==> src/rtl/dtePkg.sv <==
`default_nettype none

package dtePkg;

  localparam int axiAddrWidth = 5;

  typedef enum logic [2:0] {
    dteMisc        = 3'd0,
    dteWrite       = 3'd1,
    dteDiagFunc    = 3'd2,
    dteRead        = 3'd3,
    dteReleaseData = 3'd4
  } tReqType;

  // Misc request functions
  localparam logic [6:0] dfClrCrobar = 7'o01;
  localparam logic [6:0] dfGetAprId  = 7'o02;

  // Functions decoded by the diagnostic target
  localparam logic [6:0] dsLoadScratch       = 7'o20;
  localparam logic [6:0] dsReadScratch       = 7'o21;
  localparam logic [6:0] dsComplementScratch = 7'o22;
  localparam logic [6:0] dsReadCount         = 7'o23;

  typedef struct packed {
    logic [0:17]  lh;
    logic [18:35] rh;
  } tWord36;

  // Microcode version and hardware options reported by Misc requests
  localparam logic [0:5]   ucodeMajorVal = 6'o02;
  localparam logic [6:8]   ucodeMinorVal = 3'o1;
  localparam logic [0:8]   ucodeEditVal  = 9'o442;
  localparam logic [18:35] hwOptionsVal  = 18'o400021;

  typedef struct packed {
    logic [0:5]   ucodeMajor;
    logic [6:8]   ucodeMinor;
    logic [0:8]   ucodeEdit;
    logic [18:35] hwOptions;
  } tAprIdFields;

  typedef union packed {
    tWord36      raw;
    tAprIdFields fields;
  } tAprId;

  typedef struct packed {
    tReqType    reqType;
    logic [6:0] diagFunc;
    tWord36     data;
  } tDteReq;

  typedef struct packed {
    logic [6:0] ds;
    logic       diagStrobe;
    logic       driving;     // Sequencer owns the data lines
    tWord36     data;
  } tEbus;

  typedef struct packed {
    logic busy;
    logic crobar;
  } tDteStatus;

  // Command word holds the type in bits 10:8 and the function in 6:0
  localparam logic [axiAddrWidth-1:0] regCmd     = 5'h00;
  localparam logic [axiAddrWidth-1:0] regDataLh  = 5'h04;
  localparam logic [axiAddrWidth-1:0] regDataRh  = 5'h08;
  localparam logic [axiAddrWidth-1:0] regStatus  = 5'h0C;
  localparam logic [axiAddrWidth-1:0] regReplyLh = 5'h10;
  localparam logic [axiAddrWidth-1:0] regReplyRh = 5'h14;

endpackage

`default_nettype wire

==> src/rtl/dteAxiRegs.sv <==
`timescale 1ns/1ns
`default_nettype none

module dteAxiRegs (
  input  logic                            clk,
  input  logic                            rst,
  input  logic [dtePkg::axiAddrWidth-1:0] awaddr,
  input  logic                            awvalid,
  output logic                            awready,
  input  logic [31:0]                     wdata,
  input  logic [3:0]                      wstrb,
  input  logic                            wvalid,
  output logic                            wready,
  output logic [1:0]                      bresp,
  output logic                            bvalid,
  input  logic                            bready,
  input  logic [dtePkg::axiAddrWidth-1:0] araddr,
  input  logic                            arvalid,
  output logic                            arready,
  output logic [31:0]                     rdata,
  output logic [1:0]                      rresp,
  output logic                            rvalid,
  input  logic                            rready,
  output dtePkg::tDteReq                  req,
  output logic                            reqValid,
  input  logic                            reqReady,
  input  dtePkg::tWord36                  reply,
  input  logic                            replyValid,
  input  dtePkg::tDteStatus               status
);

  logic           wrFire;
  logic           rdFire;
  logic           busy;
  logic [31:0]    readMux;
  dtePkg::tWord36 dataWord;
  dtePkg::tWord36 replyWord;

  function automatic logic [17:0] mergeHalf(input logic [17:0] old,
                                            input logic [31:0] data,
                                            input logic [3:0]  strb);
    logic [31:0] merged;
    merged = {14'b0, old};
    for (int i = 0; i < 4; i++) begin
      if (strb[i]) begin
        merged[8*i +: 8] = data[8*i +: 8];
      end
    end
    return merged[17:0];
  endfunction

  assign busy    = reqValid || status.busy;  // Covers the gap before transfer
  assign wrFire  = awvalid && wvalid && !bvalid;
  assign awready = wrFire;
  assign wready  = wrFire;
  assign bresp   = 2'b00;
  assign rdFire  = arvalid && !rvalid;
  assign arready = !rvalid;
  assign rresp   = 2'b00;

  always_ff @(posedge clk) begin
    if (rst) begin
      reqValid <= 1'b0;
      bvalid   <= 1'b0;
      rvalid   <= 1'b0;
    end else begin
      if (reqValid && reqReady) reqValid <= 1'b0;
      if (wrFire) begin
        bvalid <= 1'b1;
        if (awaddr == dtePkg::regCmd && !busy) reqValid <= 1'b1;  // Busy drops it
      end else if (bready) begin
        bvalid <= 1'b0;
      end
      if (rdFire) rvalid <= 1'b1;
      else if (rready) rvalid <= 1'b0;
    end
  end

  always_ff @(posedge clk) begin
    if (wrFire) begin
      case (awaddr)
        dtePkg::regCmd: begin
          if (!busy) begin
            req.reqType  <= dtePkg::tReqType'(wdata[10:8]);
            req.diagFunc <= wdata[6:0];
            req.data     <= dataWord;
          end
        end
        dtePkg::regDataLh: dataWord.lh <= mergeHalf(dataWord.lh, wdata, wstrb);
        dtePkg::regDataRh: dataWord.rh <= mergeHalf(dataWord.rh, wdata, wstrb);
        default: ;
      endcase
    end
    if (replyValid) replyWord <= reply;
    if (rdFire) rdata <= readMux;
  end

  always_comb begin
    readMux = '0;
    case (araddr)
      dtePkg::regCmd:     readMux = {21'b0, req.reqType, 1'b0, req.diagFunc};
      dtePkg::regDataLh:  readMux = {14'b0, dataWord.lh};
      dtePkg::regDataRh:  readMux = {14'b0, dataWord.rh};
      dtePkg::regStatus:  readMux = {30'b0, status.crobar, busy};
      dtePkg::regReplyLh: readMux = {14'b0, replyWord.lh};
      dtePkg::regReplyRh: readMux = {14'b0, replyWord.rh};
      default: ;
    endcase
  end

  // Responses stay put until the host takes them
  assert property (@(posedge clk) disable iff (rst) bvalid && !bready |=> bvalid);
  assert property (@(posedge clk) disable iff (rst)
                   rvalid && !rready |=> rvalid && $stable(rdata));

endmodule

`default_nettype wire

==> src/rtl/dte.sv <==
`timescale 1ns/1ns
`default_nettype none

module dte (
  input  logic              clk,
  input  logic              rst,
  input  dtePkg::tDteReq    req,
  input  logic              reqValid,
  output logic              reqReady,
  output dtePkg::tEbus      ebus,
  input  dtePkg::tWord36    targetData,
  output dtePkg::tWord36    reply,
  output logic              replyValid,
  output dtePkg::tDteStatus status,
  output logic              crobar
);

  typedef enum logic [1:0] {
    stIdle,
    stExec,
    stSample
  } tState;

  tState           state;
  dtePkg::tReqType reqTypeQ;
  logic            busyQ;
  logic            reqFire;
  logic            strobing;
  logic [6:0]      dsQ;
  logic            strobeQ;
  logic            drivingQ;
  dtePkg::tWord36  dataQ;
  dtePkg::tAprId   aprId;

  assign reqReady = (state == stIdle) && !busyQ;
  assign reqFire  = reqValid && reqReady;
  assign strobing = reqFire && (req.reqType == dtePkg::dteWrite ||
                                req.reqType == dtePkg::dteDiagFunc);

  always_comb begin
    aprId.fields.ucodeMajor = dtePkg::ucodeMajorVal;
    aprId.fields.ucodeMinor = dtePkg::ucodeMinorVal;
    aprId.fields.ucodeEdit  = dtePkg::ucodeEditVal;
    aprId.fields.hwOptions  = dtePkg::hwOptionsVal;
  end

  // A held strobe dips for the transfer cycle so the target sees a new edge
  assign ebus.ds         = dsQ;
  assign ebus.diagStrobe = strobeQ && !strobing;
  assign ebus.driving    = drivingQ && !strobing;
  assign ebus.data       = dataQ;

  assign status.busy   = busyQ;
  assign status.crobar = crobar;

  always_ff @(posedge clk) begin
    if (rst) begin
      state      <= stIdle;
      busyQ      <= 1'b0;
      replyValid <= 1'b0;
      strobeQ    <= 1'b0;
      drivingQ   <= 1'b0;
      crobar     <= 1'b1;                   // Crowbar up out of reset
    end else begin
      replyValid <= (state == stSample);
      if (replyValid) busyQ <= 1'b0;
      case (state)
        stIdle: begin
          if (reqFire) begin
            state <= stExec;
            busyQ <= 1'b1;
            case (req.reqType)
              dtePkg::dteMisc: begin
                case (req.diagFunc)
                  dtePkg::dfClrCrobar: crobar <= 1'b0;
                  dtePkg::dfGetAprId: ;     // Reply only
                  default: ;
                endcase
              end
              dtePkg::dteWrite: begin
                strobeQ  <= 1'b1;
                drivingQ <= 1'b1;
              end
              dtePkg::dteDiagFunc: strobeQ <= 1'b1;
              dtePkg::dteReleaseData: begin
                strobeQ  <= 1'b0;
                drivingQ <= 1'b0;
              end
              default: ;                    // Read leaves the bus alone
            endcase
          end
        end
        stExec:   state <= stSample;       // Target latches its selection
        stSample: state <= stIdle;
        default:  state <= stIdle;
      endcase
    end
  end

  always_ff @(posedge clk) begin
    if (reqFire) begin
      reqTypeQ <= req.reqType;
      if (strobing) dsQ <= req.diagFunc;
      if (req.reqType == dtePkg::dteWrite) dataQ <= req.data;
      else if (req.reqType == dtePkg::dteReleaseData) dataQ <= '0;
    end
    if (state == stSample) begin
      reply <= (reqTypeQ == dtePkg::dteMisc) ? aprId.raw : targetData;
    end
  end

  assert property (@(posedge clk) disable iff (rst) replyValid |-> status.busy);
  assert property (@(posedge clk) disable iff (rst) $rose(ebus.driving) |-> ebus.diagStrobe);

endmodule

`default_nettype wire

==> src/rtl/ebusDiagTarget.sv <==
`timescale 1ns/1ns
`default_nettype none

module ebusDiagTarget (
  input  logic           clk,
  input  logic           rst,
  input  dtePkg::tEbus   ebus,
  output dtePkg::tWord36 targetData
);

  logic           strobePrev;
  logic           strobeEdge;
  logic [6:0]     sel;
  logic [35:0]    count;
  dtePkg::tWord36 scratch;
  dtePkg::tWord36 selWord;

  assign strobeEdge = ebus.diagStrobe && !strobePrev;

  always_ff @(posedge clk) begin
    if (rst) begin
      strobePrev <= 1'b0;
      sel        <= '0;
      count      <= '0;
      scratch    <= '0;
    end else begin
      strobePrev <= ebus.diagStrobe;
      if (strobeEdge) begin
        sel   <= ebus.ds;                  // Selection follows the last function
        count <= count + 36'd1;
        case (ebus.ds)
          dtePkg::dsLoadScratch:       scratch <= ebus.data;
          dtePkg::dsComplementScratch: scratch <= dtePkg::tWord36'(~scratch);
          default: ;
        endcase
      end
    end
  end

  always_comb begin
    case (sel)
      dtePkg::dsReadScratch,
      dtePkg::dsLoadScratch: selWord = scratch;
      dtePkg::dsReadCount:   selWord = count;
      default:               selWord = '0;
    endcase
  end

  // Sequencer data wins while it drives the bus
  assign targetData = ebus.driving ? ebus.data : selWord;

endmodule

`default_nettype wire

==> src/rtl/dteSubsystem.sv <==
`timescale 1ns/1ns
`default_nettype none

module dteSubsystem (
  input  logic                            clk,
  input  logic                            rst,
  input  logic [dtePkg::axiAddrWidth-1:0] awaddr,
  input  logic                            awvalid,
  output logic                            awready,
  input  logic [31:0]                     wdata,
  input  logic [3:0]                      wstrb,
  input  logic                            wvalid,
  output logic                            wready,
  output logic [1:0]                      bresp,
  output logic                            bvalid,
  input  logic                            bready,
  input  logic [dtePkg::axiAddrWidth-1:0] araddr,
  input  logic                            arvalid,
  output logic                            arready,
  output logic [31:0]                     rdata,
  output logic [1:0]                      rresp,
  output logic                            rvalid,
  input  logic                            rready,
  output logic                            crobar
);

  dtePkg::tDteReq    req;
  logic              reqValid;
  logic              reqReady;
  dtePkg::tWord36    reply;
  logic              replyValid;
  dtePkg::tDteStatus status;
  dtePkg::tEbus      ebus;
  dtePkg::tWord36    targetData;

  dteAxiRegs regs (
    .clk(clk), .rst(rst),
    .awaddr(awaddr), .awvalid(awvalid), .awready(awready),
    .wdata(wdata), .wstrb(wstrb), .wvalid(wvalid), .wready(wready),
    .bresp(bresp), .bvalid(bvalid), .bready(bready),
    .araddr(araddr), .arvalid(arvalid), .arready(arready),
    .rdata(rdata), .rresp(rresp), .rvalid(rvalid), .rready(rready),
    .req(req), .reqValid(reqValid), .reqReady(reqReady),
    .reply(reply), .replyValid(replyValid), .status(status)
  );

  dte sequencer (
    .clk(clk), .rst(rst),
    .req(req), .reqValid(reqValid), .reqReady(reqReady),
    .ebus(ebus), .targetData(targetData),
    .reply(reply), .replyValid(replyValid),
    .status(status), .crobar(crobar)
  );

  ebusDiagTarget target (
    .clk(clk), .rst(rst),
    .ebus(ebus), .targetData(targetData)
  );

endmodule

`default_nettype wire

==> config.mk <==
export PLATFORM = sky130hd
export DESIGN_NAME = dteSubsystem
export DESIGN_NICKNAME = d
export VERILOG_FILES = /design/src/rtl/dtePkg.sv /design/src/rtl/dteAxiRegs.sv /design/src/rtl/dte.sv /design/src/rtl/ebusDiagTarget.sv /design/src/rtl/dteSubsystem.sv
export SDC_FILE = /design/constraint.sdc
export NUM_CORES = 1
export LEC_CHECK = 0
export ABC_AREA = 1
export BUFFER_PORTS_ARGS = -buffer_cell sky130_fd_sc_hd__buf_2
export CAP_MARGIN = 10
export CORE_UTILIZATION = 55
export DETAILED_ROUTE_END_ITERATION = 16
export GPL_ROUTABILITY_DRIVEN = 0
export PLACE_DENSITY = 0.74
export SETUP_SLACK_MARGIN = 0.02
export SYNTH_ARGS = -nofsm -noshare
export SYNTH_HDL_FRONTEND = slang
export SYNTH_SLANG_ARGS = --single-unit
==> constraint.sdc <==
create_clock -name clk -period 4.73 [get_ports clk]
set_clock_uncertainty 0.15 [all_clocks]
set_input_delay 0.946 -clock clk [delete_from_list [all_inputs] [get_ports clk]]
set_output_delay 0.946 -clock clk [all_outputs]
set_load 0.005 [all_outputs]
==> results of run 1 <==
how the worst max path moves through the flow:
stage	cells past startpoint	startpoint	slack (ns)	end
floorplan	3	regs.req[45]$_DFFE_PP_	1.52	sequencer.ebus[0]$_SDFFCE_PP0P_
global placement	6	araddr[1]	1.73	regs.rdata[10]$_DFFE_PP_
detailed placement	6	awvalid	1.68	regs.req[32]$_DFFE_PP_
CTS	8	regs.req[45]$_DFFE_PP_	2.00	sequencer.reply[1]$_SDFFCE_PN0P_
global route	8	regs.req[45]$_DFFE_PP_	1.79	sequencer.reply[19]$_SDFFCE_PN1P_
finish	8	regs.req[45]$_DFFE_PP_	2.00	sequencer.reply[4]$_SDFFCE_PN1P_
through the flow:
step / setup slack, ns / util (%) / hold WS, ns
6_report: 2.00 / 62.5 / 0.270
5_1_grt: 1.79 / 62.5 / 0.274
4_1_cts: 2.00 / 62.5 / 0.270
3_5_place_dp: 1.68 / 58.2 / 0.255
3_3_place_gp: 1.73 / 58.2 / 0.251
2_1_floorplan: 1.52 / - / 0.250
synthesized netlist by cell type, drive strengths merged (5+ instances only):
master	n
clkbuf	19
o22ai	29
nor3	13
dfxtp	90
o21ai	83
nand3	91
xor2	5
inv	169
buf	59
and2	5
nand2	295
a31oi	20
a21oi	47
edfxtp	218
nor2	253
state kept, by name (all words and copies together) (netlist names), 2 cells and up:
register and count:
target.scratch 36, sequencer.ebus 36, sequencer.reqTypeQ 3, regs.rdata 18, regs.dataWord 36, sequencer.reply 36, regs.replyWord 36, sequencer.state 2
target.count 36, target.sel 7, sequencer.dsQ 7, regs.req 46
cells by family (layout without fill, tap and decap cells):
logic type                 count (synthesis)  in the layout  share of synthesized area (%)
xor gates and xnor gates                   5              5                          0.329
other                                      1             18                         0.0282
buffers and inverters                    248            301                           8.24
adders and majority gates                  1              1                         0.0941
AOI/OAI and AO/OA                        181            181                           7.32
DFF                                      308            308                           62.8
and+or+nand+nor                          667            667                           21.2
area by class of cell:
| class | instances | area [um2] |
|---|---|---|
| fill | 1944 | 8860 |
| sequential | 308 | 8350 |
| multi-input combinational | 872 | 3950 |
| clock buffer | 42 | 877 |
| inverter | 170 | 638 |
| timing repair buffer | 74 | 403 |
| tap | 319 | 399 |
| clock inverter | 15 | 133 |
where the power goes:
part           internal (uW)  switching (uW)  total (uW)
logic                   30.1            65.1        95.2
registers               2880            4.66        2880
clock network           1400            1010        2410
placed cells by master (no fill, tap or decap), types with 2 or more instances in the layout:
cell	netlist	routed
sky130_fd_sc_hd__buf_2	21	61
sky130_fd_sc_hd__conb_1	1	18
sky130_fd_sc_hd__nand2_1	291	291
sky130_fd_sc_hd__clkbuf_1	19	5
sky130_fd_sc_hd__nor3_2	1	4
sky130_fd_sc_hd__o21ai_1	8	8
sky130_fd_sc_hd__xor2_1	5	5
sky130_fd_sc_hd__buf_4	22	13
sky130_fd_sc_hd__a31oi_1	20	20
sky130_fd_sc_hd__dfxtp_1	90	90
sky130_fd_sc_hd__nor3_1	11	8
sky130_fd_sc_hd__clkinvlp_4	0	2
sky130_fd_sc_hd__nor4_1	2	2
sky130_fd_sc_hd__nand3_2	3	3
sky130_fd_sc_hd__nand4_1	3	3
sky130_fd_sc_hd__edfxtp_1	218	218
sky130_fd_sc_hd__clkinv_1	1	3
sky130_fd_sc_hd__nand2_2	2	2
sky130_fd_sc_hd__inv_1	167	166
sky130_fd_sc_hd__nor2_1	238	237
sky130_fd_sc_hd__bufinv_16	0	2
sky130_fd_sc_hd__nor2_2	10	10
sky130_fd_sc_hd__nand3_1	87	87
sky130_fd_sc_hd__nor2_4	5	6
sky130_fd_sc_hd__nand2_4	2	2
sky130_fd_sc_hd__o22ai_1	29	29
sky130_fd_sc_hd__inv_2	2	2
sky130_fd_sc_hd__and2_1	5	5
sky130_fd_sc_hd__clkbuf_8	0	6
sky130_fd_sc_hd__a21oi_1	47	46
sky130_fd_sc_hd__clkinv_2	0	9
sky130_fd_sc_hd__clkbuf_16	0	31
sky130_fd_sc_hd__o21ai_0	75	75
worst max-delay path: cells and delay by family (launching register included):
kind | cells | cell delay (ns)
simple gates | 6 | 1.08
buf+inv | 2 | 0.66
flops | 1 | 0.52
metal layers:
layer	part of all wire (%)	wire length (um)	track usage, %	vias to the layer above
li1	-	-	-	4679
met1	41	12700	32.5	4593
met2	49	15000	42.2	379
met3	6.6	2040	3.77	66
met4	3.5	1090	11.0	0
met5	0	0	0	-
==> results list, run 1 <==
- First-pass GRT wire length: 47500 um
* Average instance area after synthesis: 9.42 um2
- Cells with a size suffix above 1 make up 10.8% of the layout.
- Walking the worst path, the cells encountered are inv_1 -> nand2_1 -> nor2_1 -> nand2_4 -> nand2_4 -> inv_1 -> nand2_1 -> nand3_1.
- Total gr overflow: 0
- Counting flops with a built-in enable in the synthesized netlist gives 218.
* Startpoint type of the worst setup path: register
- Setup violations remaining at the end of the flow were counted as 0.
- DIE AREA: 24800 um2
- The final count of hold timing violations was 0.
- The completed layout was analyzed and its total power is 5380 uW.
* Pins Over Slew Limit: 0
- The total area inside the core boundary comes to 23600 um2.
* Unique masters post-synth: 41
* Cell taking the most area after synthesis: sky130_fd_sc_hd__edfxtp_1
* Maximum vdd drop: 0.310 mV
- Detailed-placement wirelength estimate: 19400 um
- After clock tree synthesis, the flow added hold-fix buffers numbering 0.
- Master of the slowest instance on the critical path: sky130_fd_sc_hd__inv_1
- Count of mapped cells out of synthesis: 1411
- Post-synthesis cell area: 13300 um2
- Crit path arrival time: 2.87 ns
- Fmax: 367 MHz
- For the worst setup path, the data required time is 4.87 ns.
- 95 I/O pins were placed.
* Vias in the first global route: 8941
- Die outline width: 157 um
- TritonCTS buffer count: 31
- Worst setup slack for register-to-register paths: 2.00 ns
- Largest fanout of any net on the critical path: 57
- Net count of the finished layout: 1511
- In the final routed layout, each cell accounts on average for 17.1 um.
- Compared with the post-synthesis result, the final layout area differs by 10.9%.
* Count of inserted antenna diode cells: 0
- After detailed routing, the number of vias per cell comes to 5.40.
- DR vias: 9717
- The initial antenna violation count came to 0.
- By area the synthesized netlist is led by sky130_fd_sc_hd__edfxtp_1, sky130_fd_sc_hd__dfxtp_1, sky130_fd_sc_hd__nand2_1.
- Global routing used 25.2% of the available tracks.
- Vertical die dimension: 157 um
- In the synthesized netlist the dominant register cell turns out to be sky130_fd_sc_hd__edfxtp_1.
- Final min period: 2.73 ns
- Leakage: 0.00574 uW
- Sequential cells were found to cover 62.8% of the synthesized design area.
- CTS placed an instance of sky130_fd_sc_hd__clkbuf_16 at the clock tree root.
* Critical path type: register to register
* Largest stage delay on the critical path: 0.54 ns
- Min-Delay Endpoint: regs.replyWord[10]$_DFFE_PP_
- CP endpoint kind: register
- For the pin with the worst max-slew slack, the measured transition is 1.11 ns.
- Latest clock arrival within the worst-skew pair: 0.56 ns
- Count of TritonRoute iterations in the first routing pass: 5
- Number of cells on the worst reg-to-reg path: 8
* Slew margin rel.: 25.8%
- Startpoint of the most critical register-to-register path: regs.req[45]$_DFFE_PP_
- Placed cell count: 1743
* Yosys warning total: 0
- The clock passes through at most 3 buffers.
- The first routing iteration left 855 violations.
- Setup TNS: 0 ns
- The share of synthesized area in the top cell type comes to 49.2%.
- RSZ-0062 raised after global routing: no
* H-Tree Level Count: 1
- Total of cells resized after clock tree synthesis: 0
- Post-Place Cell Area: 13700 um2
- Entering global routing, the biggest net connects 73 pins.
* Path class of the lowest-slack min-delay path: register to register
- Proportion of register bits with asynchronous set or reset after synthesis: 0%
* Worst reg2reg endpoint: sequencer.reply[4]$_SDFFCE_PN1P_
* Reg clk slew, reported paths: 0.06 ns
* Post-route cell area: 14700 um2
- Power density normalized to cell area: 365 nW/um2
- Once the floorplan was initialized, standard cells occupied 56.3% of the core.
- Number of nets with antenna violations after detailed routing: 0
- The finished layout holds 1800 standard cells, fillers aside.
- Aggregate routed wire length: 30800 um
- DRC: 0
* Worst Hold Depth: 0
* Sink Count: 308
* Crit share post-route: 57.7%
- Counting flops and latches in the post-synthesis netlist gives 308.
- The flow ran to the end, and the final reports show no timing, DRC or antenna violations.
- Across the run, the number of max-cap violations was 0.
* Startpoint of the most critical hold path: sequencer.reply[10]$_SDFFCE_PN0P_
* Count of input and output buffers: 61
- The floorplan has 56 rows.
- TritonCTS built the clock tree.
- After clock tree synthesis, the setup repair step added 0 buffers.
(Power assumes the default switching activity.)
==> run 2: changes to the inputs <==
--- a/config.mk
+++ b/config.mk
@@ -8,10 +8,10 @@
 export ABC_AREA = 1
 export BUFFER_PORTS_ARGS = -buffer_cell sky130_fd_sc_hd__buf_2
 export CAP_MARGIN = 10
-export CORE_UTILIZATION = 55
+export CORE_UTILIZATION = 54
 export DETAILED_ROUTE_END_ITERATION = 16
 export GPL_ROUTABILITY_DRIVEN = 0
-export PLACE_DENSITY = 0.74
+export PLACE_DENSITY = 0.75
 export SETUP_SLACK_MARGIN = 0.02
 export SYNTH_ARGS = -nofsm -noshare
 export SYNTH_HDL_FRONTEND = slang
==> constraint.sdc (replaced) <==
create_clock -name clk -period 2.5 [get_ports clk]
set_clock_uncertainty 0.15 [all_clocks]
set_input_delay 0.5 -clock clk [delete_from_list [all_inputs] [get_ports clk]]
set_output_delay 0.5 -clock clk [all_outputs]
set_load 0.005 [all_outputs]
==> run 2 against run 1 <==
Fmax increased by 20%. Sequential power increased by 89%. Count of clock-buffer cells in the layout decreased by 3. First-iteration DRC count increased by 5.8%. Critical path type unchanged. Combinational power increased by 110%. Final cell count increased by 1.8%. Critical endpoint is now sequencer.reply[21]$_SDFFCE_PN0P_. Clock power increased by 86%.
==> results list, run 2 (synthesized netlist as in run 1, its figures left out) <==
* Run status: completed
- Summed over all cells, the static leakage comes to 0.00587 uW.
- Reg clk slew, reported paths: 0.06 ns
* DR vias: 9824
- Latest clock arrival within the worst-skew pair: 0.55 ns
* Net count of the finished layout: 1538
* Number of antenna violations at the first check in global routing: 1
- The number of slew-limit violations in the final report came to 0.
- Overall routing resource usage: 24.3%
- Post-Place Cell Area: 13900 um2
* Startpoint of the most critical register-to-register path: regs.req[44]$_DFFE_PP_
- Sink Count: 308
- After legalization and detailed placement, the total HPWL measured 19700 um.
- Startpoint type of the worst setup path: register
* Die outline width: 159 um
* Critical path type: register to register
- Largest fanout of any net on the critical path: 40
* Count of input and output buffers: 61
- H-Tree Level Count: 1
- Data on the critical path is required at its endpoint by 2.73 ns.
- For this block, the routed nets add up to 30600 um of wire.
* Vias in the first global route: 9354
* Power dissipated by switching net loads: 2020 uW
* Worst reg2reg endpoint: sequencer.reply[21]$_SDFFCE_PN0P_
- After detailed routing, the average wire length per cell comes to 16.7 um.
- For this block, the initial DRC count from the detailed router was 905.
- The share of total power dissipated in combinational logic is 2.0%.
- Entering global routing, the biggest net connects 73 pins.
- The register with the most flip-flops in the layout has 46 of them.
- The initial utilization of the core area, before any placement, comes to 54.8%.
- Data arrives at the worst endpoint at 2.51 ns.
* Buffer levels on the longest clock path: 3
- Timing would allow up to 439 MHz.
- Maximum vdd drop: 0.627 mV
- Cell internal power was estimated by the tool at 8110 uW.
- Of the total power, registers draw 53.8%.
- Layout-stage area growth over the synthesis result: 13.0%
* Worst setup slack for register-to-register paths: 0.22 ns
- The count of nets left with antenna violations once routing finished came out at 0.
* Number of violations of the max-capacitance limit: 0
- CP endpoint kind: register
- Power density normalized to cell area: 674 nW/um2
- For the pin with the worst max-slew slack, the measured transition is 0.792 ns.
- Switching part of the total: 19.9%
- # setup viols final: 0
* TritonCTS buffer count: 30
- After detailed routing, the number of vias per cell comes to 5.36.
* Path class of the lowest-slack min-delay path: input pin to register
- Crit share post-route: 91.2%
* Slew margin rel.: 46.9%
- Ports placed on the boundary: 95
* Register with the highest flop count: regs.req
- TritonCTS built the clock tree.
- With fillers left out, the area of the finished cells amounts to 15000 um2.
- Cell chain of the critical path: nand2_1 -> nand2_1 -> nor2_1 -> nand2_4 -> nand2_4 -> buf_4 -> o21ai_0 -> a31oi_1
- Setup crit start: regs.req[44]$_DFFE_PP_
- The share of total power dissipated in the clock network is 44.2%.
- Root buffer cell: sky130_fd_sc_hd__clkbuf_16
* Count of inserted antenna diode cells: 0
* First-pass GRT wire length: 48400 um
- The floorplan has 57 rows.
- The top cell types in the final layout, fill and taps aside, are sky130_fd_sc_hd__nand2_1, sky130_fd_sc_hd__nor2_1, sky130_fd_sc_hd__edfxtp_1.
- Most common cell after layout, fill and taps aside: sky130_fd_sc_hd__nand2_1
- In this run the worst setup path terminates at sequencer.reply[21]$_SDFFCE_PN0P_.
- Of the cells placed in the final design, the portion with a size suffix greater than 1 is 11.2%.
* Number of cells on the worst reg-to-reg path: 8
- Summed over all layers, the global routing overflow is 0.
- Largest stage delay on the critical path: 0.48 ns
- Placeable core area: 24200 um2
* Final min period: 2.28 ns
- The final count of hold timing violations is 0.
- On the critical path, the stage with the largest delay is an instance of sky130_fd_sc_hd__edfxtp_1.
- Setup TNS: 0 ns
* DIE AREA: 25300 um2
- DRC: 0
- Count of TritonRoute iterations in the first routing pass: 5
- Buffers added to address setup during post-CTS repair amount to 0.
- From bottom edge to top edge, the die measures 159 um.
- After filler insertion, the fill cell instance count of the layout stands at 1925.
* RSZ-0062 raised after global routing: no
run 2: cell types whose count changed in the layout (fill, tap and decap cells not counted), sizes merged:
cell / delta
clkinv: +3
clkbuf: -3
buf: +17
dlygate4sd3: +11
clkinvlp: -1
run 2: worst min path at each step:
| stage | cells past startpoint | start | to |
|---|---|---|---|
| floorplan | 0 | sequencer.reply[0]$_SDFFCE_PN1P_ | regs.replyWord[0]$_DFFE_PP_ |
| global placement | 0 | sequencer.reply[33]$_SDFFCE_PN0P_ | regs.replyWord[33]$_DFFE_PP_ |
| detailed placement | 0 | sequencer.reply[23]$_SDFFCE_PN1P_ | regs.replyWord[23]$_DFFE_PP_ |
| CTS | 1 | wdata[11] | regs.dataWord[29]$_DFFE_PP_ |
| global route | 1 | wdata[11] | regs.dataWord[29]$_DFFE_PP_ |
| finish | 1 | wdata[11] | regs.dataWord[11]$_DFFE_PP_ |
run 2: power groups by stage:
stage / combinational [uW] / clock, uW / sequential [uW]
4_1_cts: 201 / 4520 / 5450
3_5_place_dp: 186 / 0 / 5560
3_3_place_gp: 180 / 0 / 5560
2_1_floorplan: 105 / 0 / 5560
5_1_grt: 220 / 4700 / 5450
6_report: 202 / 4480 / 5450
run 2: routing by layer:
| metal | track usage, % | share of wire, % | vias to the layer above |
|---|---|---|---|
| met1 | 31.5 | 41 | 4625 |
| li1 | - | - | 4736 |
| met5 | 0 | 0.026 | - |
| met3 | 3.11 | 6.6 | 70 |
| met4 | 7.91 | 2.9 | 2 |
| met2 | 42.3 | 49 | 391 |
run 2: area by class of cell:
class	instances	area (um2)	share of cell area [%]
Timing Repair Buffer	102	703	4.68
Clock inverter	17	139	0.925
Sequential cell	308	8350	55.6
Inverter	170	638	4.25
Tap cell	324	405	2.70
Clock buffer	39	847	5.64
Multi-Input combinational cell	872	3940	26.2
run 2: critical path: cells and delay by family (launching register included):
family,cells,cell delay [ns]
simple gates,5,0.67
flops,1,0.48
buf+inv,1,0.41
compound gates,2,0.37
run 2: metrics by stage:
step / hold slack (ns) / total power [uW] / utilization (%) / worst slack (ns) / std cells
6_report: 0.0212 / 10100 / 62.0 / 0.220 / 1832
3_5_place_dp: 0.255 / 5750 / 57.4 / 0.154 / 1765
3_3_place_gp: 0.251 / 5740 / 57.4 / 0.225 / 1765
4_1_cts: 0.00113 / 10200 / 62.0 / 0.238 / 1832
2_1_floorplan: 0.250 / 5670 / - / 0.144 / 1428
5_1_grt: 0.00505 / 10400 / 62.0 / 0.0772 / 1832
run 2: what timing repair did:
item	CTS	global route
endpoints found under the hold margin	28	0
hold buffers	11	0
resized for setup	0	0
==> run 3: changes to the inputs <==
--- a/config.mk
+++ b/config.mk
@@ -8,6 +8,7 @@
 export ABC_AREA = 1
 export BUFFER_PORTS_ARGS = -buffer_cell sky130_fd_sc_hd__buf_2
 export CAP_MARGIN = 10
+export CORE_MARGIN = 2
 export CORE_UTILIZATION = 54
 export DETAILED_ROUTE_END_ITERATION = 16
 export GPL_ROUTABILITY_DRIVEN = 0
==> run 3 against run 2 <==
Utilization increased by 0.11 points. Fmax up 7.0%. Non-clock buffer count increased by 6. Register-to-register slack better by 0.15 ns. Critical endpoint is now sequencer.reply[3]$_SDFFCE_PN0P_. Count of clock-buffer cells in the layout up 3. Sequential power barely moved. Global-route usage increased by 0.56 points. Setup slack better by 0.15 ns. Largest cell class unchanged. Total power decreased by 1.4%.
==> results list, run 3 (synthesized netlist as in run 1, its figures left out) <==
* Met2 routed wirelength: 16300 um
- Maximum vdd drop: 0.699 mV
- The final count of hold timing violations was 0.
- Path class of the lowest-slack min-delay path: input pin to register
* Vias per Instance: 5.44
- Worst setup slack for register-to-register paths: 0.37 ns
- Vertical die dimension: 161 um
* Run status: completed
- Critical path type: register to register
* Setup TNS: 0 ns
- Count of input and output buffers: 61
* Ports placed on the boundary: 95
- Sink Count: 308
- Buffer levels on the longest clock path: 3
- Clock-pin slew was measured on the worst setup and hold paths at 0.07 ns.
- Pins Over Slew Limit: 0
* Wirelength per Cell: 17.7 um
- The worst setup path is launched from a register.
- Latest clock arrival within the worst-skew pair: 0.56 ns
* Post-route cell area: 15000 um2
- Leaving out fill and tap cells, the most frequent cell in the layout is sky130_fd_sc_hd__nand2_1.
* RSZ-0062 raised after global routing: no
- First-pass GRT wire length: 50300 um
- # setup viols final: 0
* Crit path arrival time: 2.38 ns
- Dividing total power by cell area gives a power density of 663 nW/um2.
- Fmax: 469 MHz
- In the final routing, the length of wire on met1 measures 12400 um.
- Number of nets with antenna violations after detailed routing: 0
- Number of antenna violations at the first check in global routing: 0
- Measured on the finished design, the core utilization comes to 62.1%.
- Placed cell count: 1768
- After layout, the minimum clock period comes to 2.13 ns.
- Most frequent cells in the layout: sky130_fd_sc_hd__nand2_1, sky130_fd_sc_hd__nor2_1, sky130_fd_sc_hd__edfxtp_1
- Across the run, the number of max-cap violations was 0.
* Placeable core area: 24200 um2
- Root buffer cell: sky130_fd_sc_hd__clkbuf_16
- In the routed design, unresolved DRC markers number 0.
- TritonCTS created 30 clock buffers.
- CTS built an H-tree with a depth of 1.
- Proportion of layout cells with a drive suffix above 1: 11.2%
* Worst reg2reg endpoint: sequencer.reply[3]$_SDFFCE_PN0P_
* Worst Hold Depth: 1
* Count of inserted antenna diode cells: 0
- Starting Density: 54.8%
- Layout-stage area growth over the synthesis result: 13.2%
* Number of cells on the worst reg-to-reg path: 7
- After floorplanning, the core was divided into 57 placement rows.
* Fillcell total: 1937
- Crit share post-route: 85.2%
* Met3 WL post-DR: 2530 um
- From left edge to right edge, the die measures 161 um.
- Largest fanout of any net on the critical path: 16
- Top routing layer in use: met4
- Transition time at the pin with the least slew margin: 0.766 ns
- Largest net degree at the start of global routing: 73
- Number of DRC violations after detailed-routing iteration 0: 1123
- The worst hold path terminates at regs.dataWord[33]$_DFFE_PP_.
- Critical path required time: 2.74 ns
- Across every metal layer, demand over resource in global routing totals 24.8%.
- Post-layout instance count excluding filler cells: 1838
* CP endpoint kind: register
- Startpoint of the most critical hold path: wdata[15]
- DR vias: 10000
- Aggregate routed wire length: 32500 um
- After global routing the overflow that remains totals 0.
* Detailed-placement wirelength estimate: 20500 um
- Measured against its own limit, the worst slew margin works out to 48.6%.
- Count of TritonRoute iterations in the first routing pass: 5
- Post-CTS Setup Inserts: 0
* DIE AREA: 25900 um2
- Vias in the first global route: 9683
- Counting flops per register, the top entry is regs.req.
- Net count of the finished layout: 1544
- In this run the critical register-to-register path is launched from regs.req[43]$_DFFE_PP_.
- The register with the most flip-flops in the layout has 46 of them.
- In this run the cell area measured after placement is 14000 um2.
- TritonCTS clock tree: done
- The analysis attributes to cell leakage a power of 0.00588 uW.
* Total of cells resized after clock tree synthesis: 0
* Quantity of hold-fixing buffers added after cts: 13
[run 3: power breakdown]
part / switching [uW] / total (uW) / leakage [uW] / internal [uW]
clock: 1890 / 4330 / 0.000456 / 2430
sequential: 8.50 / 5450 / 0.00265 / 5440
combinational: 129 / 207 / 0.00277 / 77.9
total: 2030 / 9980 / 0.00588 / 7950
[run 3: worst max path at each step]
stage | start | slack [ns] | depth (start not counted) | endpoint
after floorplan | awvalid | 0.14 | 4 | regs.req[0]$_DFFE_PP_
after global placement | araddr[4] | 0.22 | 8 | regs.rdata[1]$_DFFE_PP_
after detailed placement | araddr[3] | 0.18 | 9 | regs.rdata[1]$_DFFE_PP_
after CTS | regs.req[44]$_DFFE_PP_ | 0.41 | 7 | sequencer.reply[3]$_SDFFCE_PN0P_
after global routing | regs.req[44]$_DFFE_PP_ | 0.24 | 8 | target.count[15]$_SDFFE_PP0P_
final | regs.req[43]$_DFFE_PP_ | 0.37 | 7 | sequencer.reply[3]$_SDFFCE_PN0P_
[run 3: metrics by stage]
step / total power, uW / setup slack [ns] / hold slack [ns]
after floorplan: 5670 / 0.144 / 0.250
after global placement: 5740 / 0.223 / 0.251
after detailed placement: 5740 / 0.177 / 0.255
after CTS: 10000 / 0.413 / 0.00242
after global routing: 10200 / 0.240 / 0.00513
final: 9980 / 0.369 / 0.0183
[run 3: area by class of cell]
type	instances	area, um2	area share, %
timing repair buffer	108	781	5.19
inverter	170	638	4.24
clock inverter	14	98.8	0.657
tap	324	405	2.69
multi-input combinational	872	3940	26.2
sequential	308	8350	55.5
clock buffer	42	837	5.56
[run 3: metal layers]
layer	global-route usage, %	vias to the layer above
li1	-	4760
met1	31.5	4689
met2	42.8	465
met3	3.54	89
met4	10.6	0
met5	0	-
[run 3: worst max-delay path, stage by stage, from the launching register on]
cell                       delay, ns
sky130_fd_sc_hd__edfxtp_1       0.46
sky130_fd_sc_hd__nor2_2         0.20
sky130_fd_sc_hd__nor2_1         0.11
sky130_fd_sc_hd__nand2_4        0.15
sky130_fd_sc_hd__nand2_4        0.07
sky130_fd_sc_hd__inv_1          0.53
sky130_fd_sc_hd__nor2_1         0.13
sky130_fd_sc_hd__nor2_1         0.16
